## src/aurora_lite_defines.svh

```systemverilog
// link widths, ber marker and block sync limits, included by the rtl and the testbench
`ifndef AURORA_LITE_DEFINES_SVH
`define AURORA_LITE_DEFINES_SVH

// block with its 2-bit sync header
`define AL_BLOCK_W        66
`define AL_PAYLOAD_W      64
// line word per clk160 cycle
`define AL_LANE_W         32

// marker payload sent in ber mode
`define AL_BER_MARKER     64'hB0B5_C0CA_C01A_CAFE

// valid headers in a row needed for lock
// also the window length for invalid headers once locked
`define AL_SH_CNT_MAX     64
// invalid headers in one window that drop lock
`define AL_SH_INVALID_MAX 16
// valid blocks skipped after each slip
`define AL_SLIP_WAIT      8

`define AL_BER_CNT_W      32

`endif

```

## src/aurora_lite_pkg.sv

```systemverilog
// sync header codes and the scrambler step functions shared by tx encoder and rx checker
`include "aurora_lite_defines.svh"

package aurora_lite_pkg;

    // sync header codes, never scrambled
    localparam logic [1:0] hdr_data = 2'b01;
    localparam logic [1:0] hdr_ctrl = 2'b10;

    // polynomial 1 + x^39 + x^58
    localparam int scr_state_w = 58;

    // bit 63 leaves the link first so it is processed first
    // state bit 0 holds the newest scrambled bit
    function automatic void scramble_step(
        input  logic [`AL_PAYLOAD_W-1:0] din,
        input  logic [scr_state_w-1:0]   state_in,
        output logic [`AL_PAYLOAD_W-1:0] dout,
        output logic [scr_state_w-1:0]   state_out
    );
        logic [scr_state_w-1:0] s;
        s = state_in;
        for (int i = `AL_PAYLOAD_W - 1; i >= 0; i--) begin
            dout[i] = din[i] ^ s[38] ^ s[57];
            // feedback from the scrambled output
            s = {s[scr_state_w-2:0], dout[i]};
        end
        state_out = s;
    endfunction

    // self-synchronous inverse, state fed from the line bits
    function automatic void descramble_step(
        input  logic [`AL_PAYLOAD_W-1:0] din,
        input  logic [scr_state_w-1:0]   state_in,
        output logic [`AL_PAYLOAD_W-1:0] dout,
        output logic [scr_state_w-1:0]   state_out
    );
        logic [scr_state_w-1:0] s;
        s = state_in;
        for (int i = `AL_PAYLOAD_W - 1; i >= 0; i--) begin
            dout[i] = din[i] ^ s[38] ^ s[57];
            s = {s[scr_state_w-2:0], din[i]};
        end
        state_out = s;
    endfunction

endpackage

```

## src/aurora_lite_if.sv

```systemverilog
// receive block bus between rx gearbox, block sync and rx checker, one instance per link
`timescale 1ns/1ps
`include "aurora_lite_defines.svh"

interface rx_block_if;

    // aligned block, header in the top two bits
    logic [`AL_BLOCK_W-1:0] block;
    // one-cycle strobe per new block
    logic                   block_valid;
    // drop one line bit in the gearbox
    logic                   slip;
    // header alignment found
    logic                   locked;

    // rx gearbox side
    modport gearbox (output block, output block_valid, input slip);

    // block sync side
    modport ctrl (input block, input block_valid, output slip, output locked);

    // checker only listens
    modport check (input block, input block_valid, input locked);

endinterface

```

## src/aurora_lite_top.sv

```systemverilog
// aurora lite link top, joins the tx path and the rx path on one clk160 domain
`timescale 1ns/1ps
`include "aurora_lite_defines.svh"

module aurora_lite_top (
    input  logic                     clk160,
    input  logic                     rst,
    input  logic [1:0]               pattern_sel,
    input  logic [`AL_PAYLOAD_W-1:0] user_word,
    output logic [`AL_LANE_W-1:0]    tx_data,
    input  logic [`AL_LANE_W-1:0]    rx_data,
    output logic                     rx_locked,
    output logic [`AL_PAYLOAD_W-1:0] rx_word,
    output logic                     rx_word_valid,
    output logic [`AL_BER_CNT_W-1:0] ber_cnt
);
    logic [`AL_BLOCK_W-1:0] tx_block;
    logic                   tx_block_next;

    rx_block_if rxb ();

    // ======================================================================
    // transmit
    // ======================================================================
    tx_encoder u_tx_encoder (
        .clk160      (clk160),
        .rst         (rst),
        .pattern_sel (pattern_sel),
        .user_word   (user_word),
        .block_next  (tx_block_next),
        .block       (tx_block)
    );

    tx_gearbox u_tx_gearbox (
        .clk160     (clk160),
        .rst        (rst),
        .block      (tx_block),
        .block_next (tx_block_next),
        .tx_data    (tx_data)
    );

    // ======================================================================
    // receive
    // ======================================================================
    rx_gearbox u_rx_gearbox (
        .clk160  (clk160),
        .rst     (rst),
        .rx_data (rx_data),
        .rxb     (rxb)
    );

    block_sync u_block_sync (
        .clk160 (clk160),
        .rst    (rst),
        .rxb    (rxb)
    );

    rx_checker u_rx_checker (
        .clk160        (clk160),
        .rst           (rst),
        .rxb           (rxb),
        .rx_word       (rx_word),
        .rx_word_valid (rx_word_valid),
        .ber_cnt       (ber_cnt)
    );

    assign rx_locked = rxb.locked;

endmodule

```

## src/block_sync.sv

```systemverilog
// rx block sync FSM, hunts for header alignment with slips and reports lock
`timescale 1ns/1ps
`include "aurora_lite_defines.svh"

module block_sync (
    input  logic clk160,
    input  logic rst,
    rx_block_if.ctrl rxb
);
    import aurora_lite_pkg::*;

    localparam int sh_w   = $clog2(`AL_SH_CNT_MAX);
    localparam int inv_w  = $clog2(`AL_SH_INVALID_MAX + 1);
    localparam int wait_w = $clog2(`AL_SLIP_WAIT + 1);

    logic [sh_w-1:0]   sh_cnt;
    logic [inv_w-1:0]  inv_cnt;
    logic [wait_w-1:0] wait_cnt;
    logic [1:0]        header;
    logic              hdr_ok;
    logic              window_end;
    logic              inv_limit;

    assign header     = rxb.block[`AL_BLOCK_W-1 -: 2];
    // 00 and 11 never appear on an aligned link
    assign hdr_ok     = (header == hdr_data) || (header == hdr_ctrl);
    assign window_end = (sh_cnt == sh_w'(`AL_SH_CNT_MAX - 1));
    assign inv_limit  = (inv_cnt == inv_w'(`AL_SH_INVALID_MAX - 1));

    // ======================================================================
    // two states, locked low is hunt
    // ======================================================================
    always_ff @(posedge clk160) begin
        if (rst) begin
            rxb.locked <= 1'b0;
            rxb.slip   <= 1'b0;
            sh_cnt     <= '0;
            inv_cnt    <= '0;
            wait_cnt   <= '0;
        end else begin
            rxb.slip <= 1'b0;
            if (rxb.block_valid) begin
                if (wait_cnt != '0) begin
                    // gearbox still settling after a slip
                    wait_cnt <= wait_cnt - 1'b1;
                end else if (!rxb.locked) begin
                    // hunt
                    if (!hdr_ok) begin
                        rxb.slip <= 1'b1;
                        sh_cnt   <= '0;
                        wait_cnt <= wait_w'(`AL_SLIP_WAIT);
                    end else if (window_end) begin
                        rxb.locked <= 1'b1;
                        sh_cnt     <= '0;
                        inv_cnt    <= '0;
                    end else begin
                        sh_cnt <= sh_cnt + 1'b1;
                    end
                end else begin
                    // locked, invalid headers tallied per window
                    if (!hdr_ok && inv_limit) begin
                        rxb.locked <= 1'b0;
                        rxb.slip   <= 1'b1;
                        sh_cnt     <= '0;
                        inv_cnt    <= '0;
                        wait_cnt   <= wait_w'(`AL_SLIP_WAIT);
                    end else if (window_end) begin
                        sh_cnt  <= '0;
                        inv_cnt <= '0;
                    end else begin
                        sh_cnt <= sh_cnt + 1'b1;
                        if (!hdr_ok) begin
                            inv_cnt <= inv_cnt + 1'b1;
                        end
                    end
                end
            end
        end
    end

    // gearbox drops exactly one bit per slip
    a_slip_pulse: assert property (@(posedge clk160) disable iff (rst)
        rxb.slip |=> !rxb.slip);

    a_slip_hunt: assert property (@(posedge clk160) disable iff (rst)
        !(rxb.slip && rxb.locked));

endmodule

```

## src/rx_checker.sv

```systemverilog
// rx checker, descrambles locked blocks, counts marker bit errors and outputs data words
`timescale 1ns/1ps
`include "aurora_lite_defines.svh"

module rx_checker (
    input  logic                     clk160,
    input  logic                     rst,
    rx_block_if.check                rxb,
    output logic [`AL_PAYLOAD_W-1:0] rx_word,
    output logic                     rx_word_valid,
    output logic [`AL_BER_CNT_W-1:0] ber_cnt
);
    import aurora_lite_pkg::*;

    logic [scr_state_w-1:0]   dsc_state;
    logic [scr_state_w-1:0]   dsc_state_nx;
    logic [`AL_PAYLOAD_W-1:0] dsc_word;
    logic [`AL_BER_CNT_W-1:0] err_bits;
    logic [1:0]               header;
    logic                     primed;
    logic                     take;

    assign header = rxb.block[`AL_BLOCK_W-1 -: 2];
    assign take   = rxb.block_valid && rxb.locked;

    always_comb begin
        descramble_step(rxb.block[`AL_PAYLOAD_W-1:0], dsc_state, dsc_word, dsc_state_nx);
    end

    // bits off the marker in this block
    assign err_bits = `AL_BER_CNT_W'($countones(dsc_word ^ `AL_BER_MARKER));

    always_ff @(posedge clk160) begin
        if (rst) begin
            dsc_state     <= '1;
            primed        <= 1'b0;
            rx_word_valid <= 1'b0;
            ber_cnt       <= '0;
        end else begin
            rx_word_valid <= 1'b0;
            if (!rxb.locked) begin
                // start over on the next lock
                dsc_state <= '1;
                primed    <= 1'b0;
            end else if (rxb.block_valid) begin
                dsc_state <= dsc_state_nx;
                // first block only fills the state
                primed    <= 1'b1;
                if (primed && header == hdr_data) begin
                    rx_word_valid <= 1'b1;
                end
                // ber_cnt keeps its sum across lock loss
                if (primed && header == hdr_ctrl) begin
                    ber_cnt <= ber_cnt + err_bits;
                end
            end
        end
    end

    always_ff @(posedge clk160) begin
        if (take && header == hdr_data) begin
            rx_word <= dsc_word;
        end
    end

    // words only come from blocks seen under lock
    a_word_locked: assert property (@(posedge clk160) disable iff (rst)
        rx_word_valid |-> $past(rxb.locked));

endmodule

```

## src/rx_gearbox.sv

```systemverilog
// rx 32-to-66 gearbox, collects lanes into blocks and drops one bit per slip pulse
`timescale 1ns/1ps
`include "aurora_lite_defines.svh"

module rx_gearbox (
    input  logic                  clk160,
    input  logic                  rst,
    input  logic [`AL_LANE_W-1:0] rx_data,
    rx_block_if.gearbox           rxb
);
    // 65 held bits plus one lane at most
    localparam int buf_w = `AL_BLOCK_W + `AL_LANE_W;

    logic [buf_w-1:0] acc_q;
    logic [buf_w-1:0] merged;
    logic [buf_w-1:0] aligned;
    logic [6:0]       cnt_q;
    logic [6:0]       total;
    logic [6:0]       avail;
    logic             full;

    // ======================================================================
    // bit accumulation
    // ======================================================================

    // lane bit 31 is the oldest, appended behind held bits
    always_comb begin
        merged = acc_q | ({rx_data, {`AL_BLOCK_W{1'b0}}} >> cnt_q);
        total  = cnt_q + 7'(`AL_LANE_W);
        if (rxb.slip) begin
            // oldest bit is thrown away
            aligned = merged << 1;
            avail   = total - 7'd1;
        end else begin
            aligned = merged;
            avail   = total;
        end
    end

    assign full = (avail >= 7'(`AL_BLOCK_W));

    always_ff @(posedge clk160) begin
        if (rst) begin
            acc_q           <= '0;
            cnt_q           <= '0;
            rxb.block_valid <= 1'b0;
        end else begin
            rxb.block_valid <= full;
            if (full) begin
                acc_q <= aligned << `AL_BLOCK_W;
                cnt_q <= avail - 7'(`AL_BLOCK_W);
            end else begin
                acc_q <= aligned;
                cnt_q <= avail;
            end
        end
    end

    // block out one cycle after its last bits
    always_ff @(posedge clk160) begin
        if (full) begin
            rxb.block <= aligned[buf_w-1 -: `AL_BLOCK_W];
        end
    end

endmodule

```

## src/tx_encoder.sv

```systemverilog
// tx pattern source and scrambler, builds one 66-bit block per gearbox request
`timescale 1ns/1ps
`include "aurora_lite_defines.svh"

module tx_encoder (
    input  logic                     clk160,
    input  logic                     rst,
    input  logic [1:0]               pattern_sel,
    input  logic [`AL_PAYLOAD_W-1:0] user_word,
    input  logic                     block_next,
    output logic [`AL_BLOCK_W-1:0]   block
);
    import aurora_lite_pkg::*;

    logic [`AL_PAYLOAD_W-1:0] count;
    logic [`AL_PAYLOAD_W-1:0] payload;
    logic [1:0]               header;
    logic [`AL_PAYLOAD_W-1:0] scr_word;
    logic [scr_state_w-1:0]   scr_state;
    logic [scr_state_w-1:0]   scr_state_nx;

    // payload and header per mode
    // 0 marker, 1 counting, 2 user word
    always_comb begin
        case (pattern_sel)
            2'd1: begin
                payload = count;
                header  = hdr_data;
            end
            2'd2: begin
                payload = user_word;
                header  = hdr_data;
            end
            default: begin
                payload = `AL_BER_MARKER;
                header  = hdr_ctrl;
            end
        endcase
    end

    // scramble payload only
    always_comb begin
        scramble_step(payload, scr_state, scr_word, scr_state_nx);
    end

    // scrambler state and counter move only on a request
    always_ff @(posedge clk160) begin
        if (rst) begin
            count     <= '0;
            scr_state <= '1;
        end else if (block_next) begin
            scr_state <= scr_state_nx;
            // counter stays put outside counting mode
            if (pattern_sel == 2'd1) begin
                count <= count + `AL_PAYLOAD_W'(1);
            end
        end
    end

    // new block visible the cycle after block_next
    always_ff @(posedge clk160) begin
        if (block_next) begin
            block <= {header, scr_word};
        end
    end

    // mode 3 is undefined and falls back to the marker
    a_sel_legal: assert property (@(posedge clk160) disable iff (rst)
        pattern_sel != 2'd3);

endmodule

```

## src/tx_gearbox.sv

```systemverilog
// tx 66-to-32 gearbox, shifts out one lane per cycle and requests blocks ahead of need
`timescale 1ns/1ps
`include "aurora_lite_defines.svh"

module tx_gearbox (
    input  logic                   clk160,
    input  logic                   rst,
    input  logic [`AL_BLOCK_W-1:0] block,
    output logic                   block_next,
    output logic [`AL_LANE_W-1:0]  tx_data
);
    // worst case 31 leftover bits plus one block
    localparam int buf_w = `AL_BLOCK_W + `AL_LANE_W;
    // 33 lanes carry exactly 16 blocks
    localparam int seq_n = 33;

    logic [buf_w-1:0] res_q;
    logic [buf_w-1:0] merged;
    logic [5:0]       seq;
    logic [5:0]       seq_ahead;
    logic [6:0]       cnt;
    logic             load;

    // residue bits at step s is (-32 * s) mod 66
    function automatic logic [6:0] res_bits(input logic [5:0] s);
        logic [11:0] prod;
        prod = 12'(s) * 12'(`AL_BLOCK_W - `AL_LANE_W);
        return 7'(prod % 12'(`AL_BLOCK_W));
    endfunction

    assign cnt  = res_bits(seq);
    // refill once less than a lane is left
    assign load = (cnt < 7'(`AL_LANE_W));

    // request is two steps ahead of the load
    // one cycle for this register and one for the encoder
    assign seq_ahead = (seq >= 6'(seq_n - 2)) ? seq - 6'(seq_n - 2) : seq + 6'd2;

    // oldest bit sits at the top, new block goes right behind the residue
    always_comb begin
        merged = res_q;
        if (load) begin
            merged = res_q | ({block, {`AL_LANE_W{1'b0}}} >> cnt);
        end
    end

    // reset at step 31 leaves 64 zero bits queued
    // so the first request lines up with the first load
    always_ff @(posedge clk160) begin
        if (rst) begin
            seq        <= 6'd31;
            res_q      <= '0;
            tx_data    <= '0;
            block_next <= 1'b0;
        end else begin
            seq        <= (seq == 6'(seq_n - 1)) ? 6'd0 : seq + 6'd1;
            tx_data    <= merged[buf_w-1 -: `AL_LANE_W];
            // zero fill keeps the unused tail clear
            res_q      <= merged << `AL_LANE_W;
            block_next <= (res_bits(seq_ahead) < 7'(`AL_LANE_W));
        end
    end

    // residue register holds nothing past its bit count
    a_res_fits: assert property (@(posedge clk160) disable iff (rst)
        (res_q << cnt) == '0);

    // every request is met by a load one cycle later
    a_req_load: assert property (@(posedge clk160) disable iff (rst)
        block_next |=> load);

endmodule
```

## config.mk

```make
export PLATFORM = sky130hd
export DESIGN_NAME = aurora_lite_top
export DESIGN_NICKNAME = d
export VERILOG_FILES = /design/src/aurora_lite_pkg.sv /design/src/aurora_lite_if.sv /design/src/aurora_lite_top.sv /design/src/block_sync.sv /design/src/rx_checker.sv /design/src/rx_gearbox.sv /design/src/tx_encoder.sv /design/src/tx_gearbox.sv
export VERILOG_INCLUDE_DIRS = /design/src
export SDC_FILE = /design/constraint.sdc
export NUM_CORES = 2
export LEC_CHECK = 0
export BUFFER_PORTS_ARGS = -buffer_cell sky130_fd_sc_hd__buf_4
export CAP_MARGIN = 5
export CORE_MARGIN = 5
export CORE_UTILIZATION = 45
export DETAILED_ROUTE_END_ITERATION = 6
export PLACE_DENSITY = 0.71
export SKIP_LAST_GASP = 1
export SYNTH_ARGS = -nofsm -noshare
export SYNTH_HDL_FRONTEND = slang
export SYNTH_SLANG_ARGS = --single-unit
```

## constraint.sdc

```tcl
create_clock -name clk160 -period 16.58 [get_ports clk160]
set_clock_uncertainty 0.1 [all_clocks]
set_input_delay 0 -clock clk160 [delete_from_list [all_inputs] [get_ports clk160]]
set_output_delay 0 -clock clk160 [all_outputs]
set_load 0.02 [all_outputs]
```

==> impl_metrics.json <==
{
  "regToRegStartpoint": "u_tx_gearbox.seq[5]$_SDFF_PP0_",
  "crit_slowest_cell": "dfxtp_1",
  "worst-path-stages": 27,
  "fin_cells": 5554,
  "drv_slew": 0,
  "fin_setup_tns_ns": 0,
  "cpPeakStageDelay_ns": 0.79,
  "grt_first_pass_wirelength_mm": 185,
  "insertion_delay_ns": 0.64,
  "setup.worst_path.class": "reg -> reg",
  "cp-end-kind": "flop",
  "yosys-top-cells-count": "473 x nand2_1, 442 x dfxtp_1, 414 x nor2_1, 303 x mux2i_1, 274 x xnor2_1",
  "yosysTopAreaCellShare_pct": 23.1,
  "wl_mm": 122,
  "arrival_ns": 11.07,
  "clock-sinks": 638,
  "start_util_pct": 45.2,
  "postCtsSetupBuffers": 0,
  "first_iter_violations": 3913,
  "fp.dieW_um": 302,
  "highest_layer": "met5",
  "clk_pin_slew_ns": 0.06,
  "grt_overflow": 0,
  "grt.total_usage_pct": 25.7,
  "vias_per_cell": 5.92,
  "h-tree-depth": 3,
  "synthDistinctLibCells": 107,
  "drt_pass1_iterations": 7,
  "wl_met2_mm": 51.0,
  "hold_path.class": "in -> reg",
  "route.detailed.drc": 0,
  "synth_area_leaders": "dfxtp_1 23%, edfxtp_1 15%, mux2i_1 7.9%",
  "core.rowCount": 107,
  "antenna_found_initial": 4,
  "synth_area_per_cell_um2": 9.08,
  "gp_congestion": 1.04,
  "synth_cells": 4226,
  "final_antenna_net_count": 0,
  "synth.largest_area_cell": "dfxtp_1",
  "worstHoldEndpoint": "u_tx_encoder.block[49]$_DFFE_PP_",
  "vias": 32863,
  "drv_cap": 0,
  "m1WireLength_mm": 55.5,
  "dp.cells": 5379,
  "grt_pass1_vias": 30703,
  "core-area_um2": 84900,
  "dp_hpwl_mm": 90.2,
  "synth_area_um2": 38400,
  "yosys_most_used_dff": "dfxtp_1",
  "maxSlewHeadroom_pct": 12.8,
  "cp_data_required_time_ns": 17.00,
  "min_path_cells": 4,
  "outcome": "finished, final reports clean",
  "ys_seq_area_share_pct": 38.4,
  "hp-start": "user_word[49]",
  "ys_async_sr_fraction_pct": 0,
  "portBuffers": 229,
  "nets": 4598,
  "clock_path_buffers": 3,
  "crit_family": "simple AND/OR/NAND/NOR gates",
  "area_growth_pct": 13.6,
  "grt_max_degree": 89,
  "tightest_slew_ns": 1.30,
  "synth_edf_count": 196,
  "ys_warn_count": 0,
  "reg2reg_slack_ns": 5.93,
  "worst_slack_ns": 5.93,
  "hold_violations": 0,
  "io_pins": 230,
  "cp_num_buf_inv": 5,
  "yosys_register_bits": 638,
  "dieArea_um2": 91200,
  "layout-drive-gt1-share_pct": 11.8,
  "detail_route.wl_per_cell_um": 22.0,
  "fillerInstances": 7796,
  "setup_viol": 0,
  "r2r-end": "u_tx_gearbox.res_q[96]$_SDFF_PP0_",
  "period_needed_ns": 10.65,
  "die_h_um": 302,
  "dp_slack_ns": 6.29,
  "tritoncts": "done",
  "numCtsBuffers": 71,
  "wl_met3_mm": 12.7,
  "start_kind": "flop",
  "r2r_cells": 27,
  "grt_setup_unrepaired": "no",
  "synth_most_common_cell": "nand2_1",
  "cp_max_fo": 71,
  "fin_crit_sh_pct": 64.2,
  "diodes": 0,
  "ctsRootBufferMaster": "clkbuf_16",
  "fmax_mhz": 93.9
}
cell usage in the layout, fill, tap and decap left out, types with 17 or more instances in the layout:
| master | n |
|---|---|
| nor3_1 | 100 |
| a22oi_1 | 61 |
| a31oi_1 | 20 |
| ha_1 | 79 |
| clkbuf_16 | 73 |
| buf_4 | 266 |
| mux2_2 | 44 |
| o2bb2ai_1 | 17 |
| nor2_1 | 412 |
| a211oi_1 | 33 |
| o211ai_1 | 17 |
| edfxtp_1 | 196 |
| or3_1 | 37 |
| nand2b_1 | 25 |
| dlygate4sd3_1 | 43 |
| dfxtp_1 | 435 |
| a21oi_1 | 259 |
| clkinv_2 | 17 |
| xor2_1 | 93 |
| nand4_1 | 31 |
| inv_1 | 178 |
| nor2b_1 | 22 |
| o21ai_0 | 153 |
| o22ai_1 | 23 |
| a221oi_1 | 37 |
| xnor2_1 | 274 |
| fa_1 | 65 |
| and2_1 | 77 |
| nand3_1 | 79 |
| nand2_1 | 473 |
| mux2i_1 | 303 |
| o221ai_1 | 51 |
| and3_1 | 38 |
| mux4_2 | 26 |
| o21ai_1 | 21 |
metal layers:
layer,global-route usage (%),vias to the layer above
met2,37.3,1633
met5,0,-
met3,6.18,223
li1,-,15225
met1,38.7,15776
met4,6.19,6
sequential cells by signal (all words and copies together) (netlist names), 58 cells and up:
register                flops
u_tx_encoder.count         64
u_rx_gearbox.rxb.block     66
u_rx_gearbox.acc_q         98
u_rx_checker.rx_word       64
u_tx_encoder.block         66
u_tx_encoder.scr_state     58
u_tx_gearbox.res_q         66
u_rx_checker.dsc_state     58
worst max path at each step:
stage	start	to	slack (ns)
finish	u_tx_gearbox.seq[5]$_SDFF_PP0_	u_tx_gearbox.res_q[96]$_SDFF_PP0_	5.93
global route	u_tx_gearbox.seq[5]$_SDFF_PP0_	u_tx_gearbox.res_q[96]$_SDFF_PP0_	5.34
CTS	u_tx_gearbox.seq[5]$_SDFF_PP0_	u_tx_gearbox.res_q[96]$_SDFF_PP0_	6.28
detailed placement	u_tx_gearbox.seq[5]$_SDFF_PP0_	u_tx_gearbox.res_q[96]$_SDFF_PP0_	6.29
global placement	u_tx_gearbox.seq[5]$_SDFF_PP0_	u_tx_gearbox.tx_data[14]$_SDFF_PP0_	6.47
floorplan	u_rx_gearbox.rxb.block[40]$_DFFE_PN_	u_rx_checker.ber_cnt[29]$_SDFFE_PP0P_	8.67
cell families after synthesis:
group,share of synthesized area [%]
AND/OR/NAND/NOR,16.1
AO/OA/AOI/OAI,15.5
flip-flops,38.4
buffers and inverters,4.63
multiplexers,10.8
XOR/XNOR,8.46
adder cells (fa/ha/maj),6.09
other,0.00977
stage by stage:
stage          instance area (um^2)  utilization, %  hold WS (ns)
3_5_place_dp                  40800            48.1         0.316
4_1_cts                       43600            51.4       0.00991
3_3_place_gp                  40800            48.1         0.310
5_1_grt                       43600            51.4       0.00874
6_report                      43600            51.4        0.0411
2_1_floorplan                 38400               -         0.136
cell type report:
cell class / count / area (um^2) / area share (%)
flip-flops and latches: 638 / 14800 / 33.8
inverters: 187 / 706 / 1.62
clock inverters: 36 / 339 / 0.778
repair buffers: 310 / 2440 / 5.59
well taps: 1144 / 1430 / 3.28
clock buffers: 96 / 1980 / 4.55
multi-input cells: 3143 / 21900 / 50.3
timing repair:
item                      CTS  global route
hold endpoints to repair  116             0
gates resized for setup     0             0
hold buffers               43             0
worst min-delay path: stages:
cell and delay (ns):
buf_4 0.08, a22oi_1 0.06, nor2_1 0.16, xnor2_1 0.22
Power is left out: the tool's default activity adds up to more than one toggle a clock period on the data nets, which glitch-free logic cannot reach.
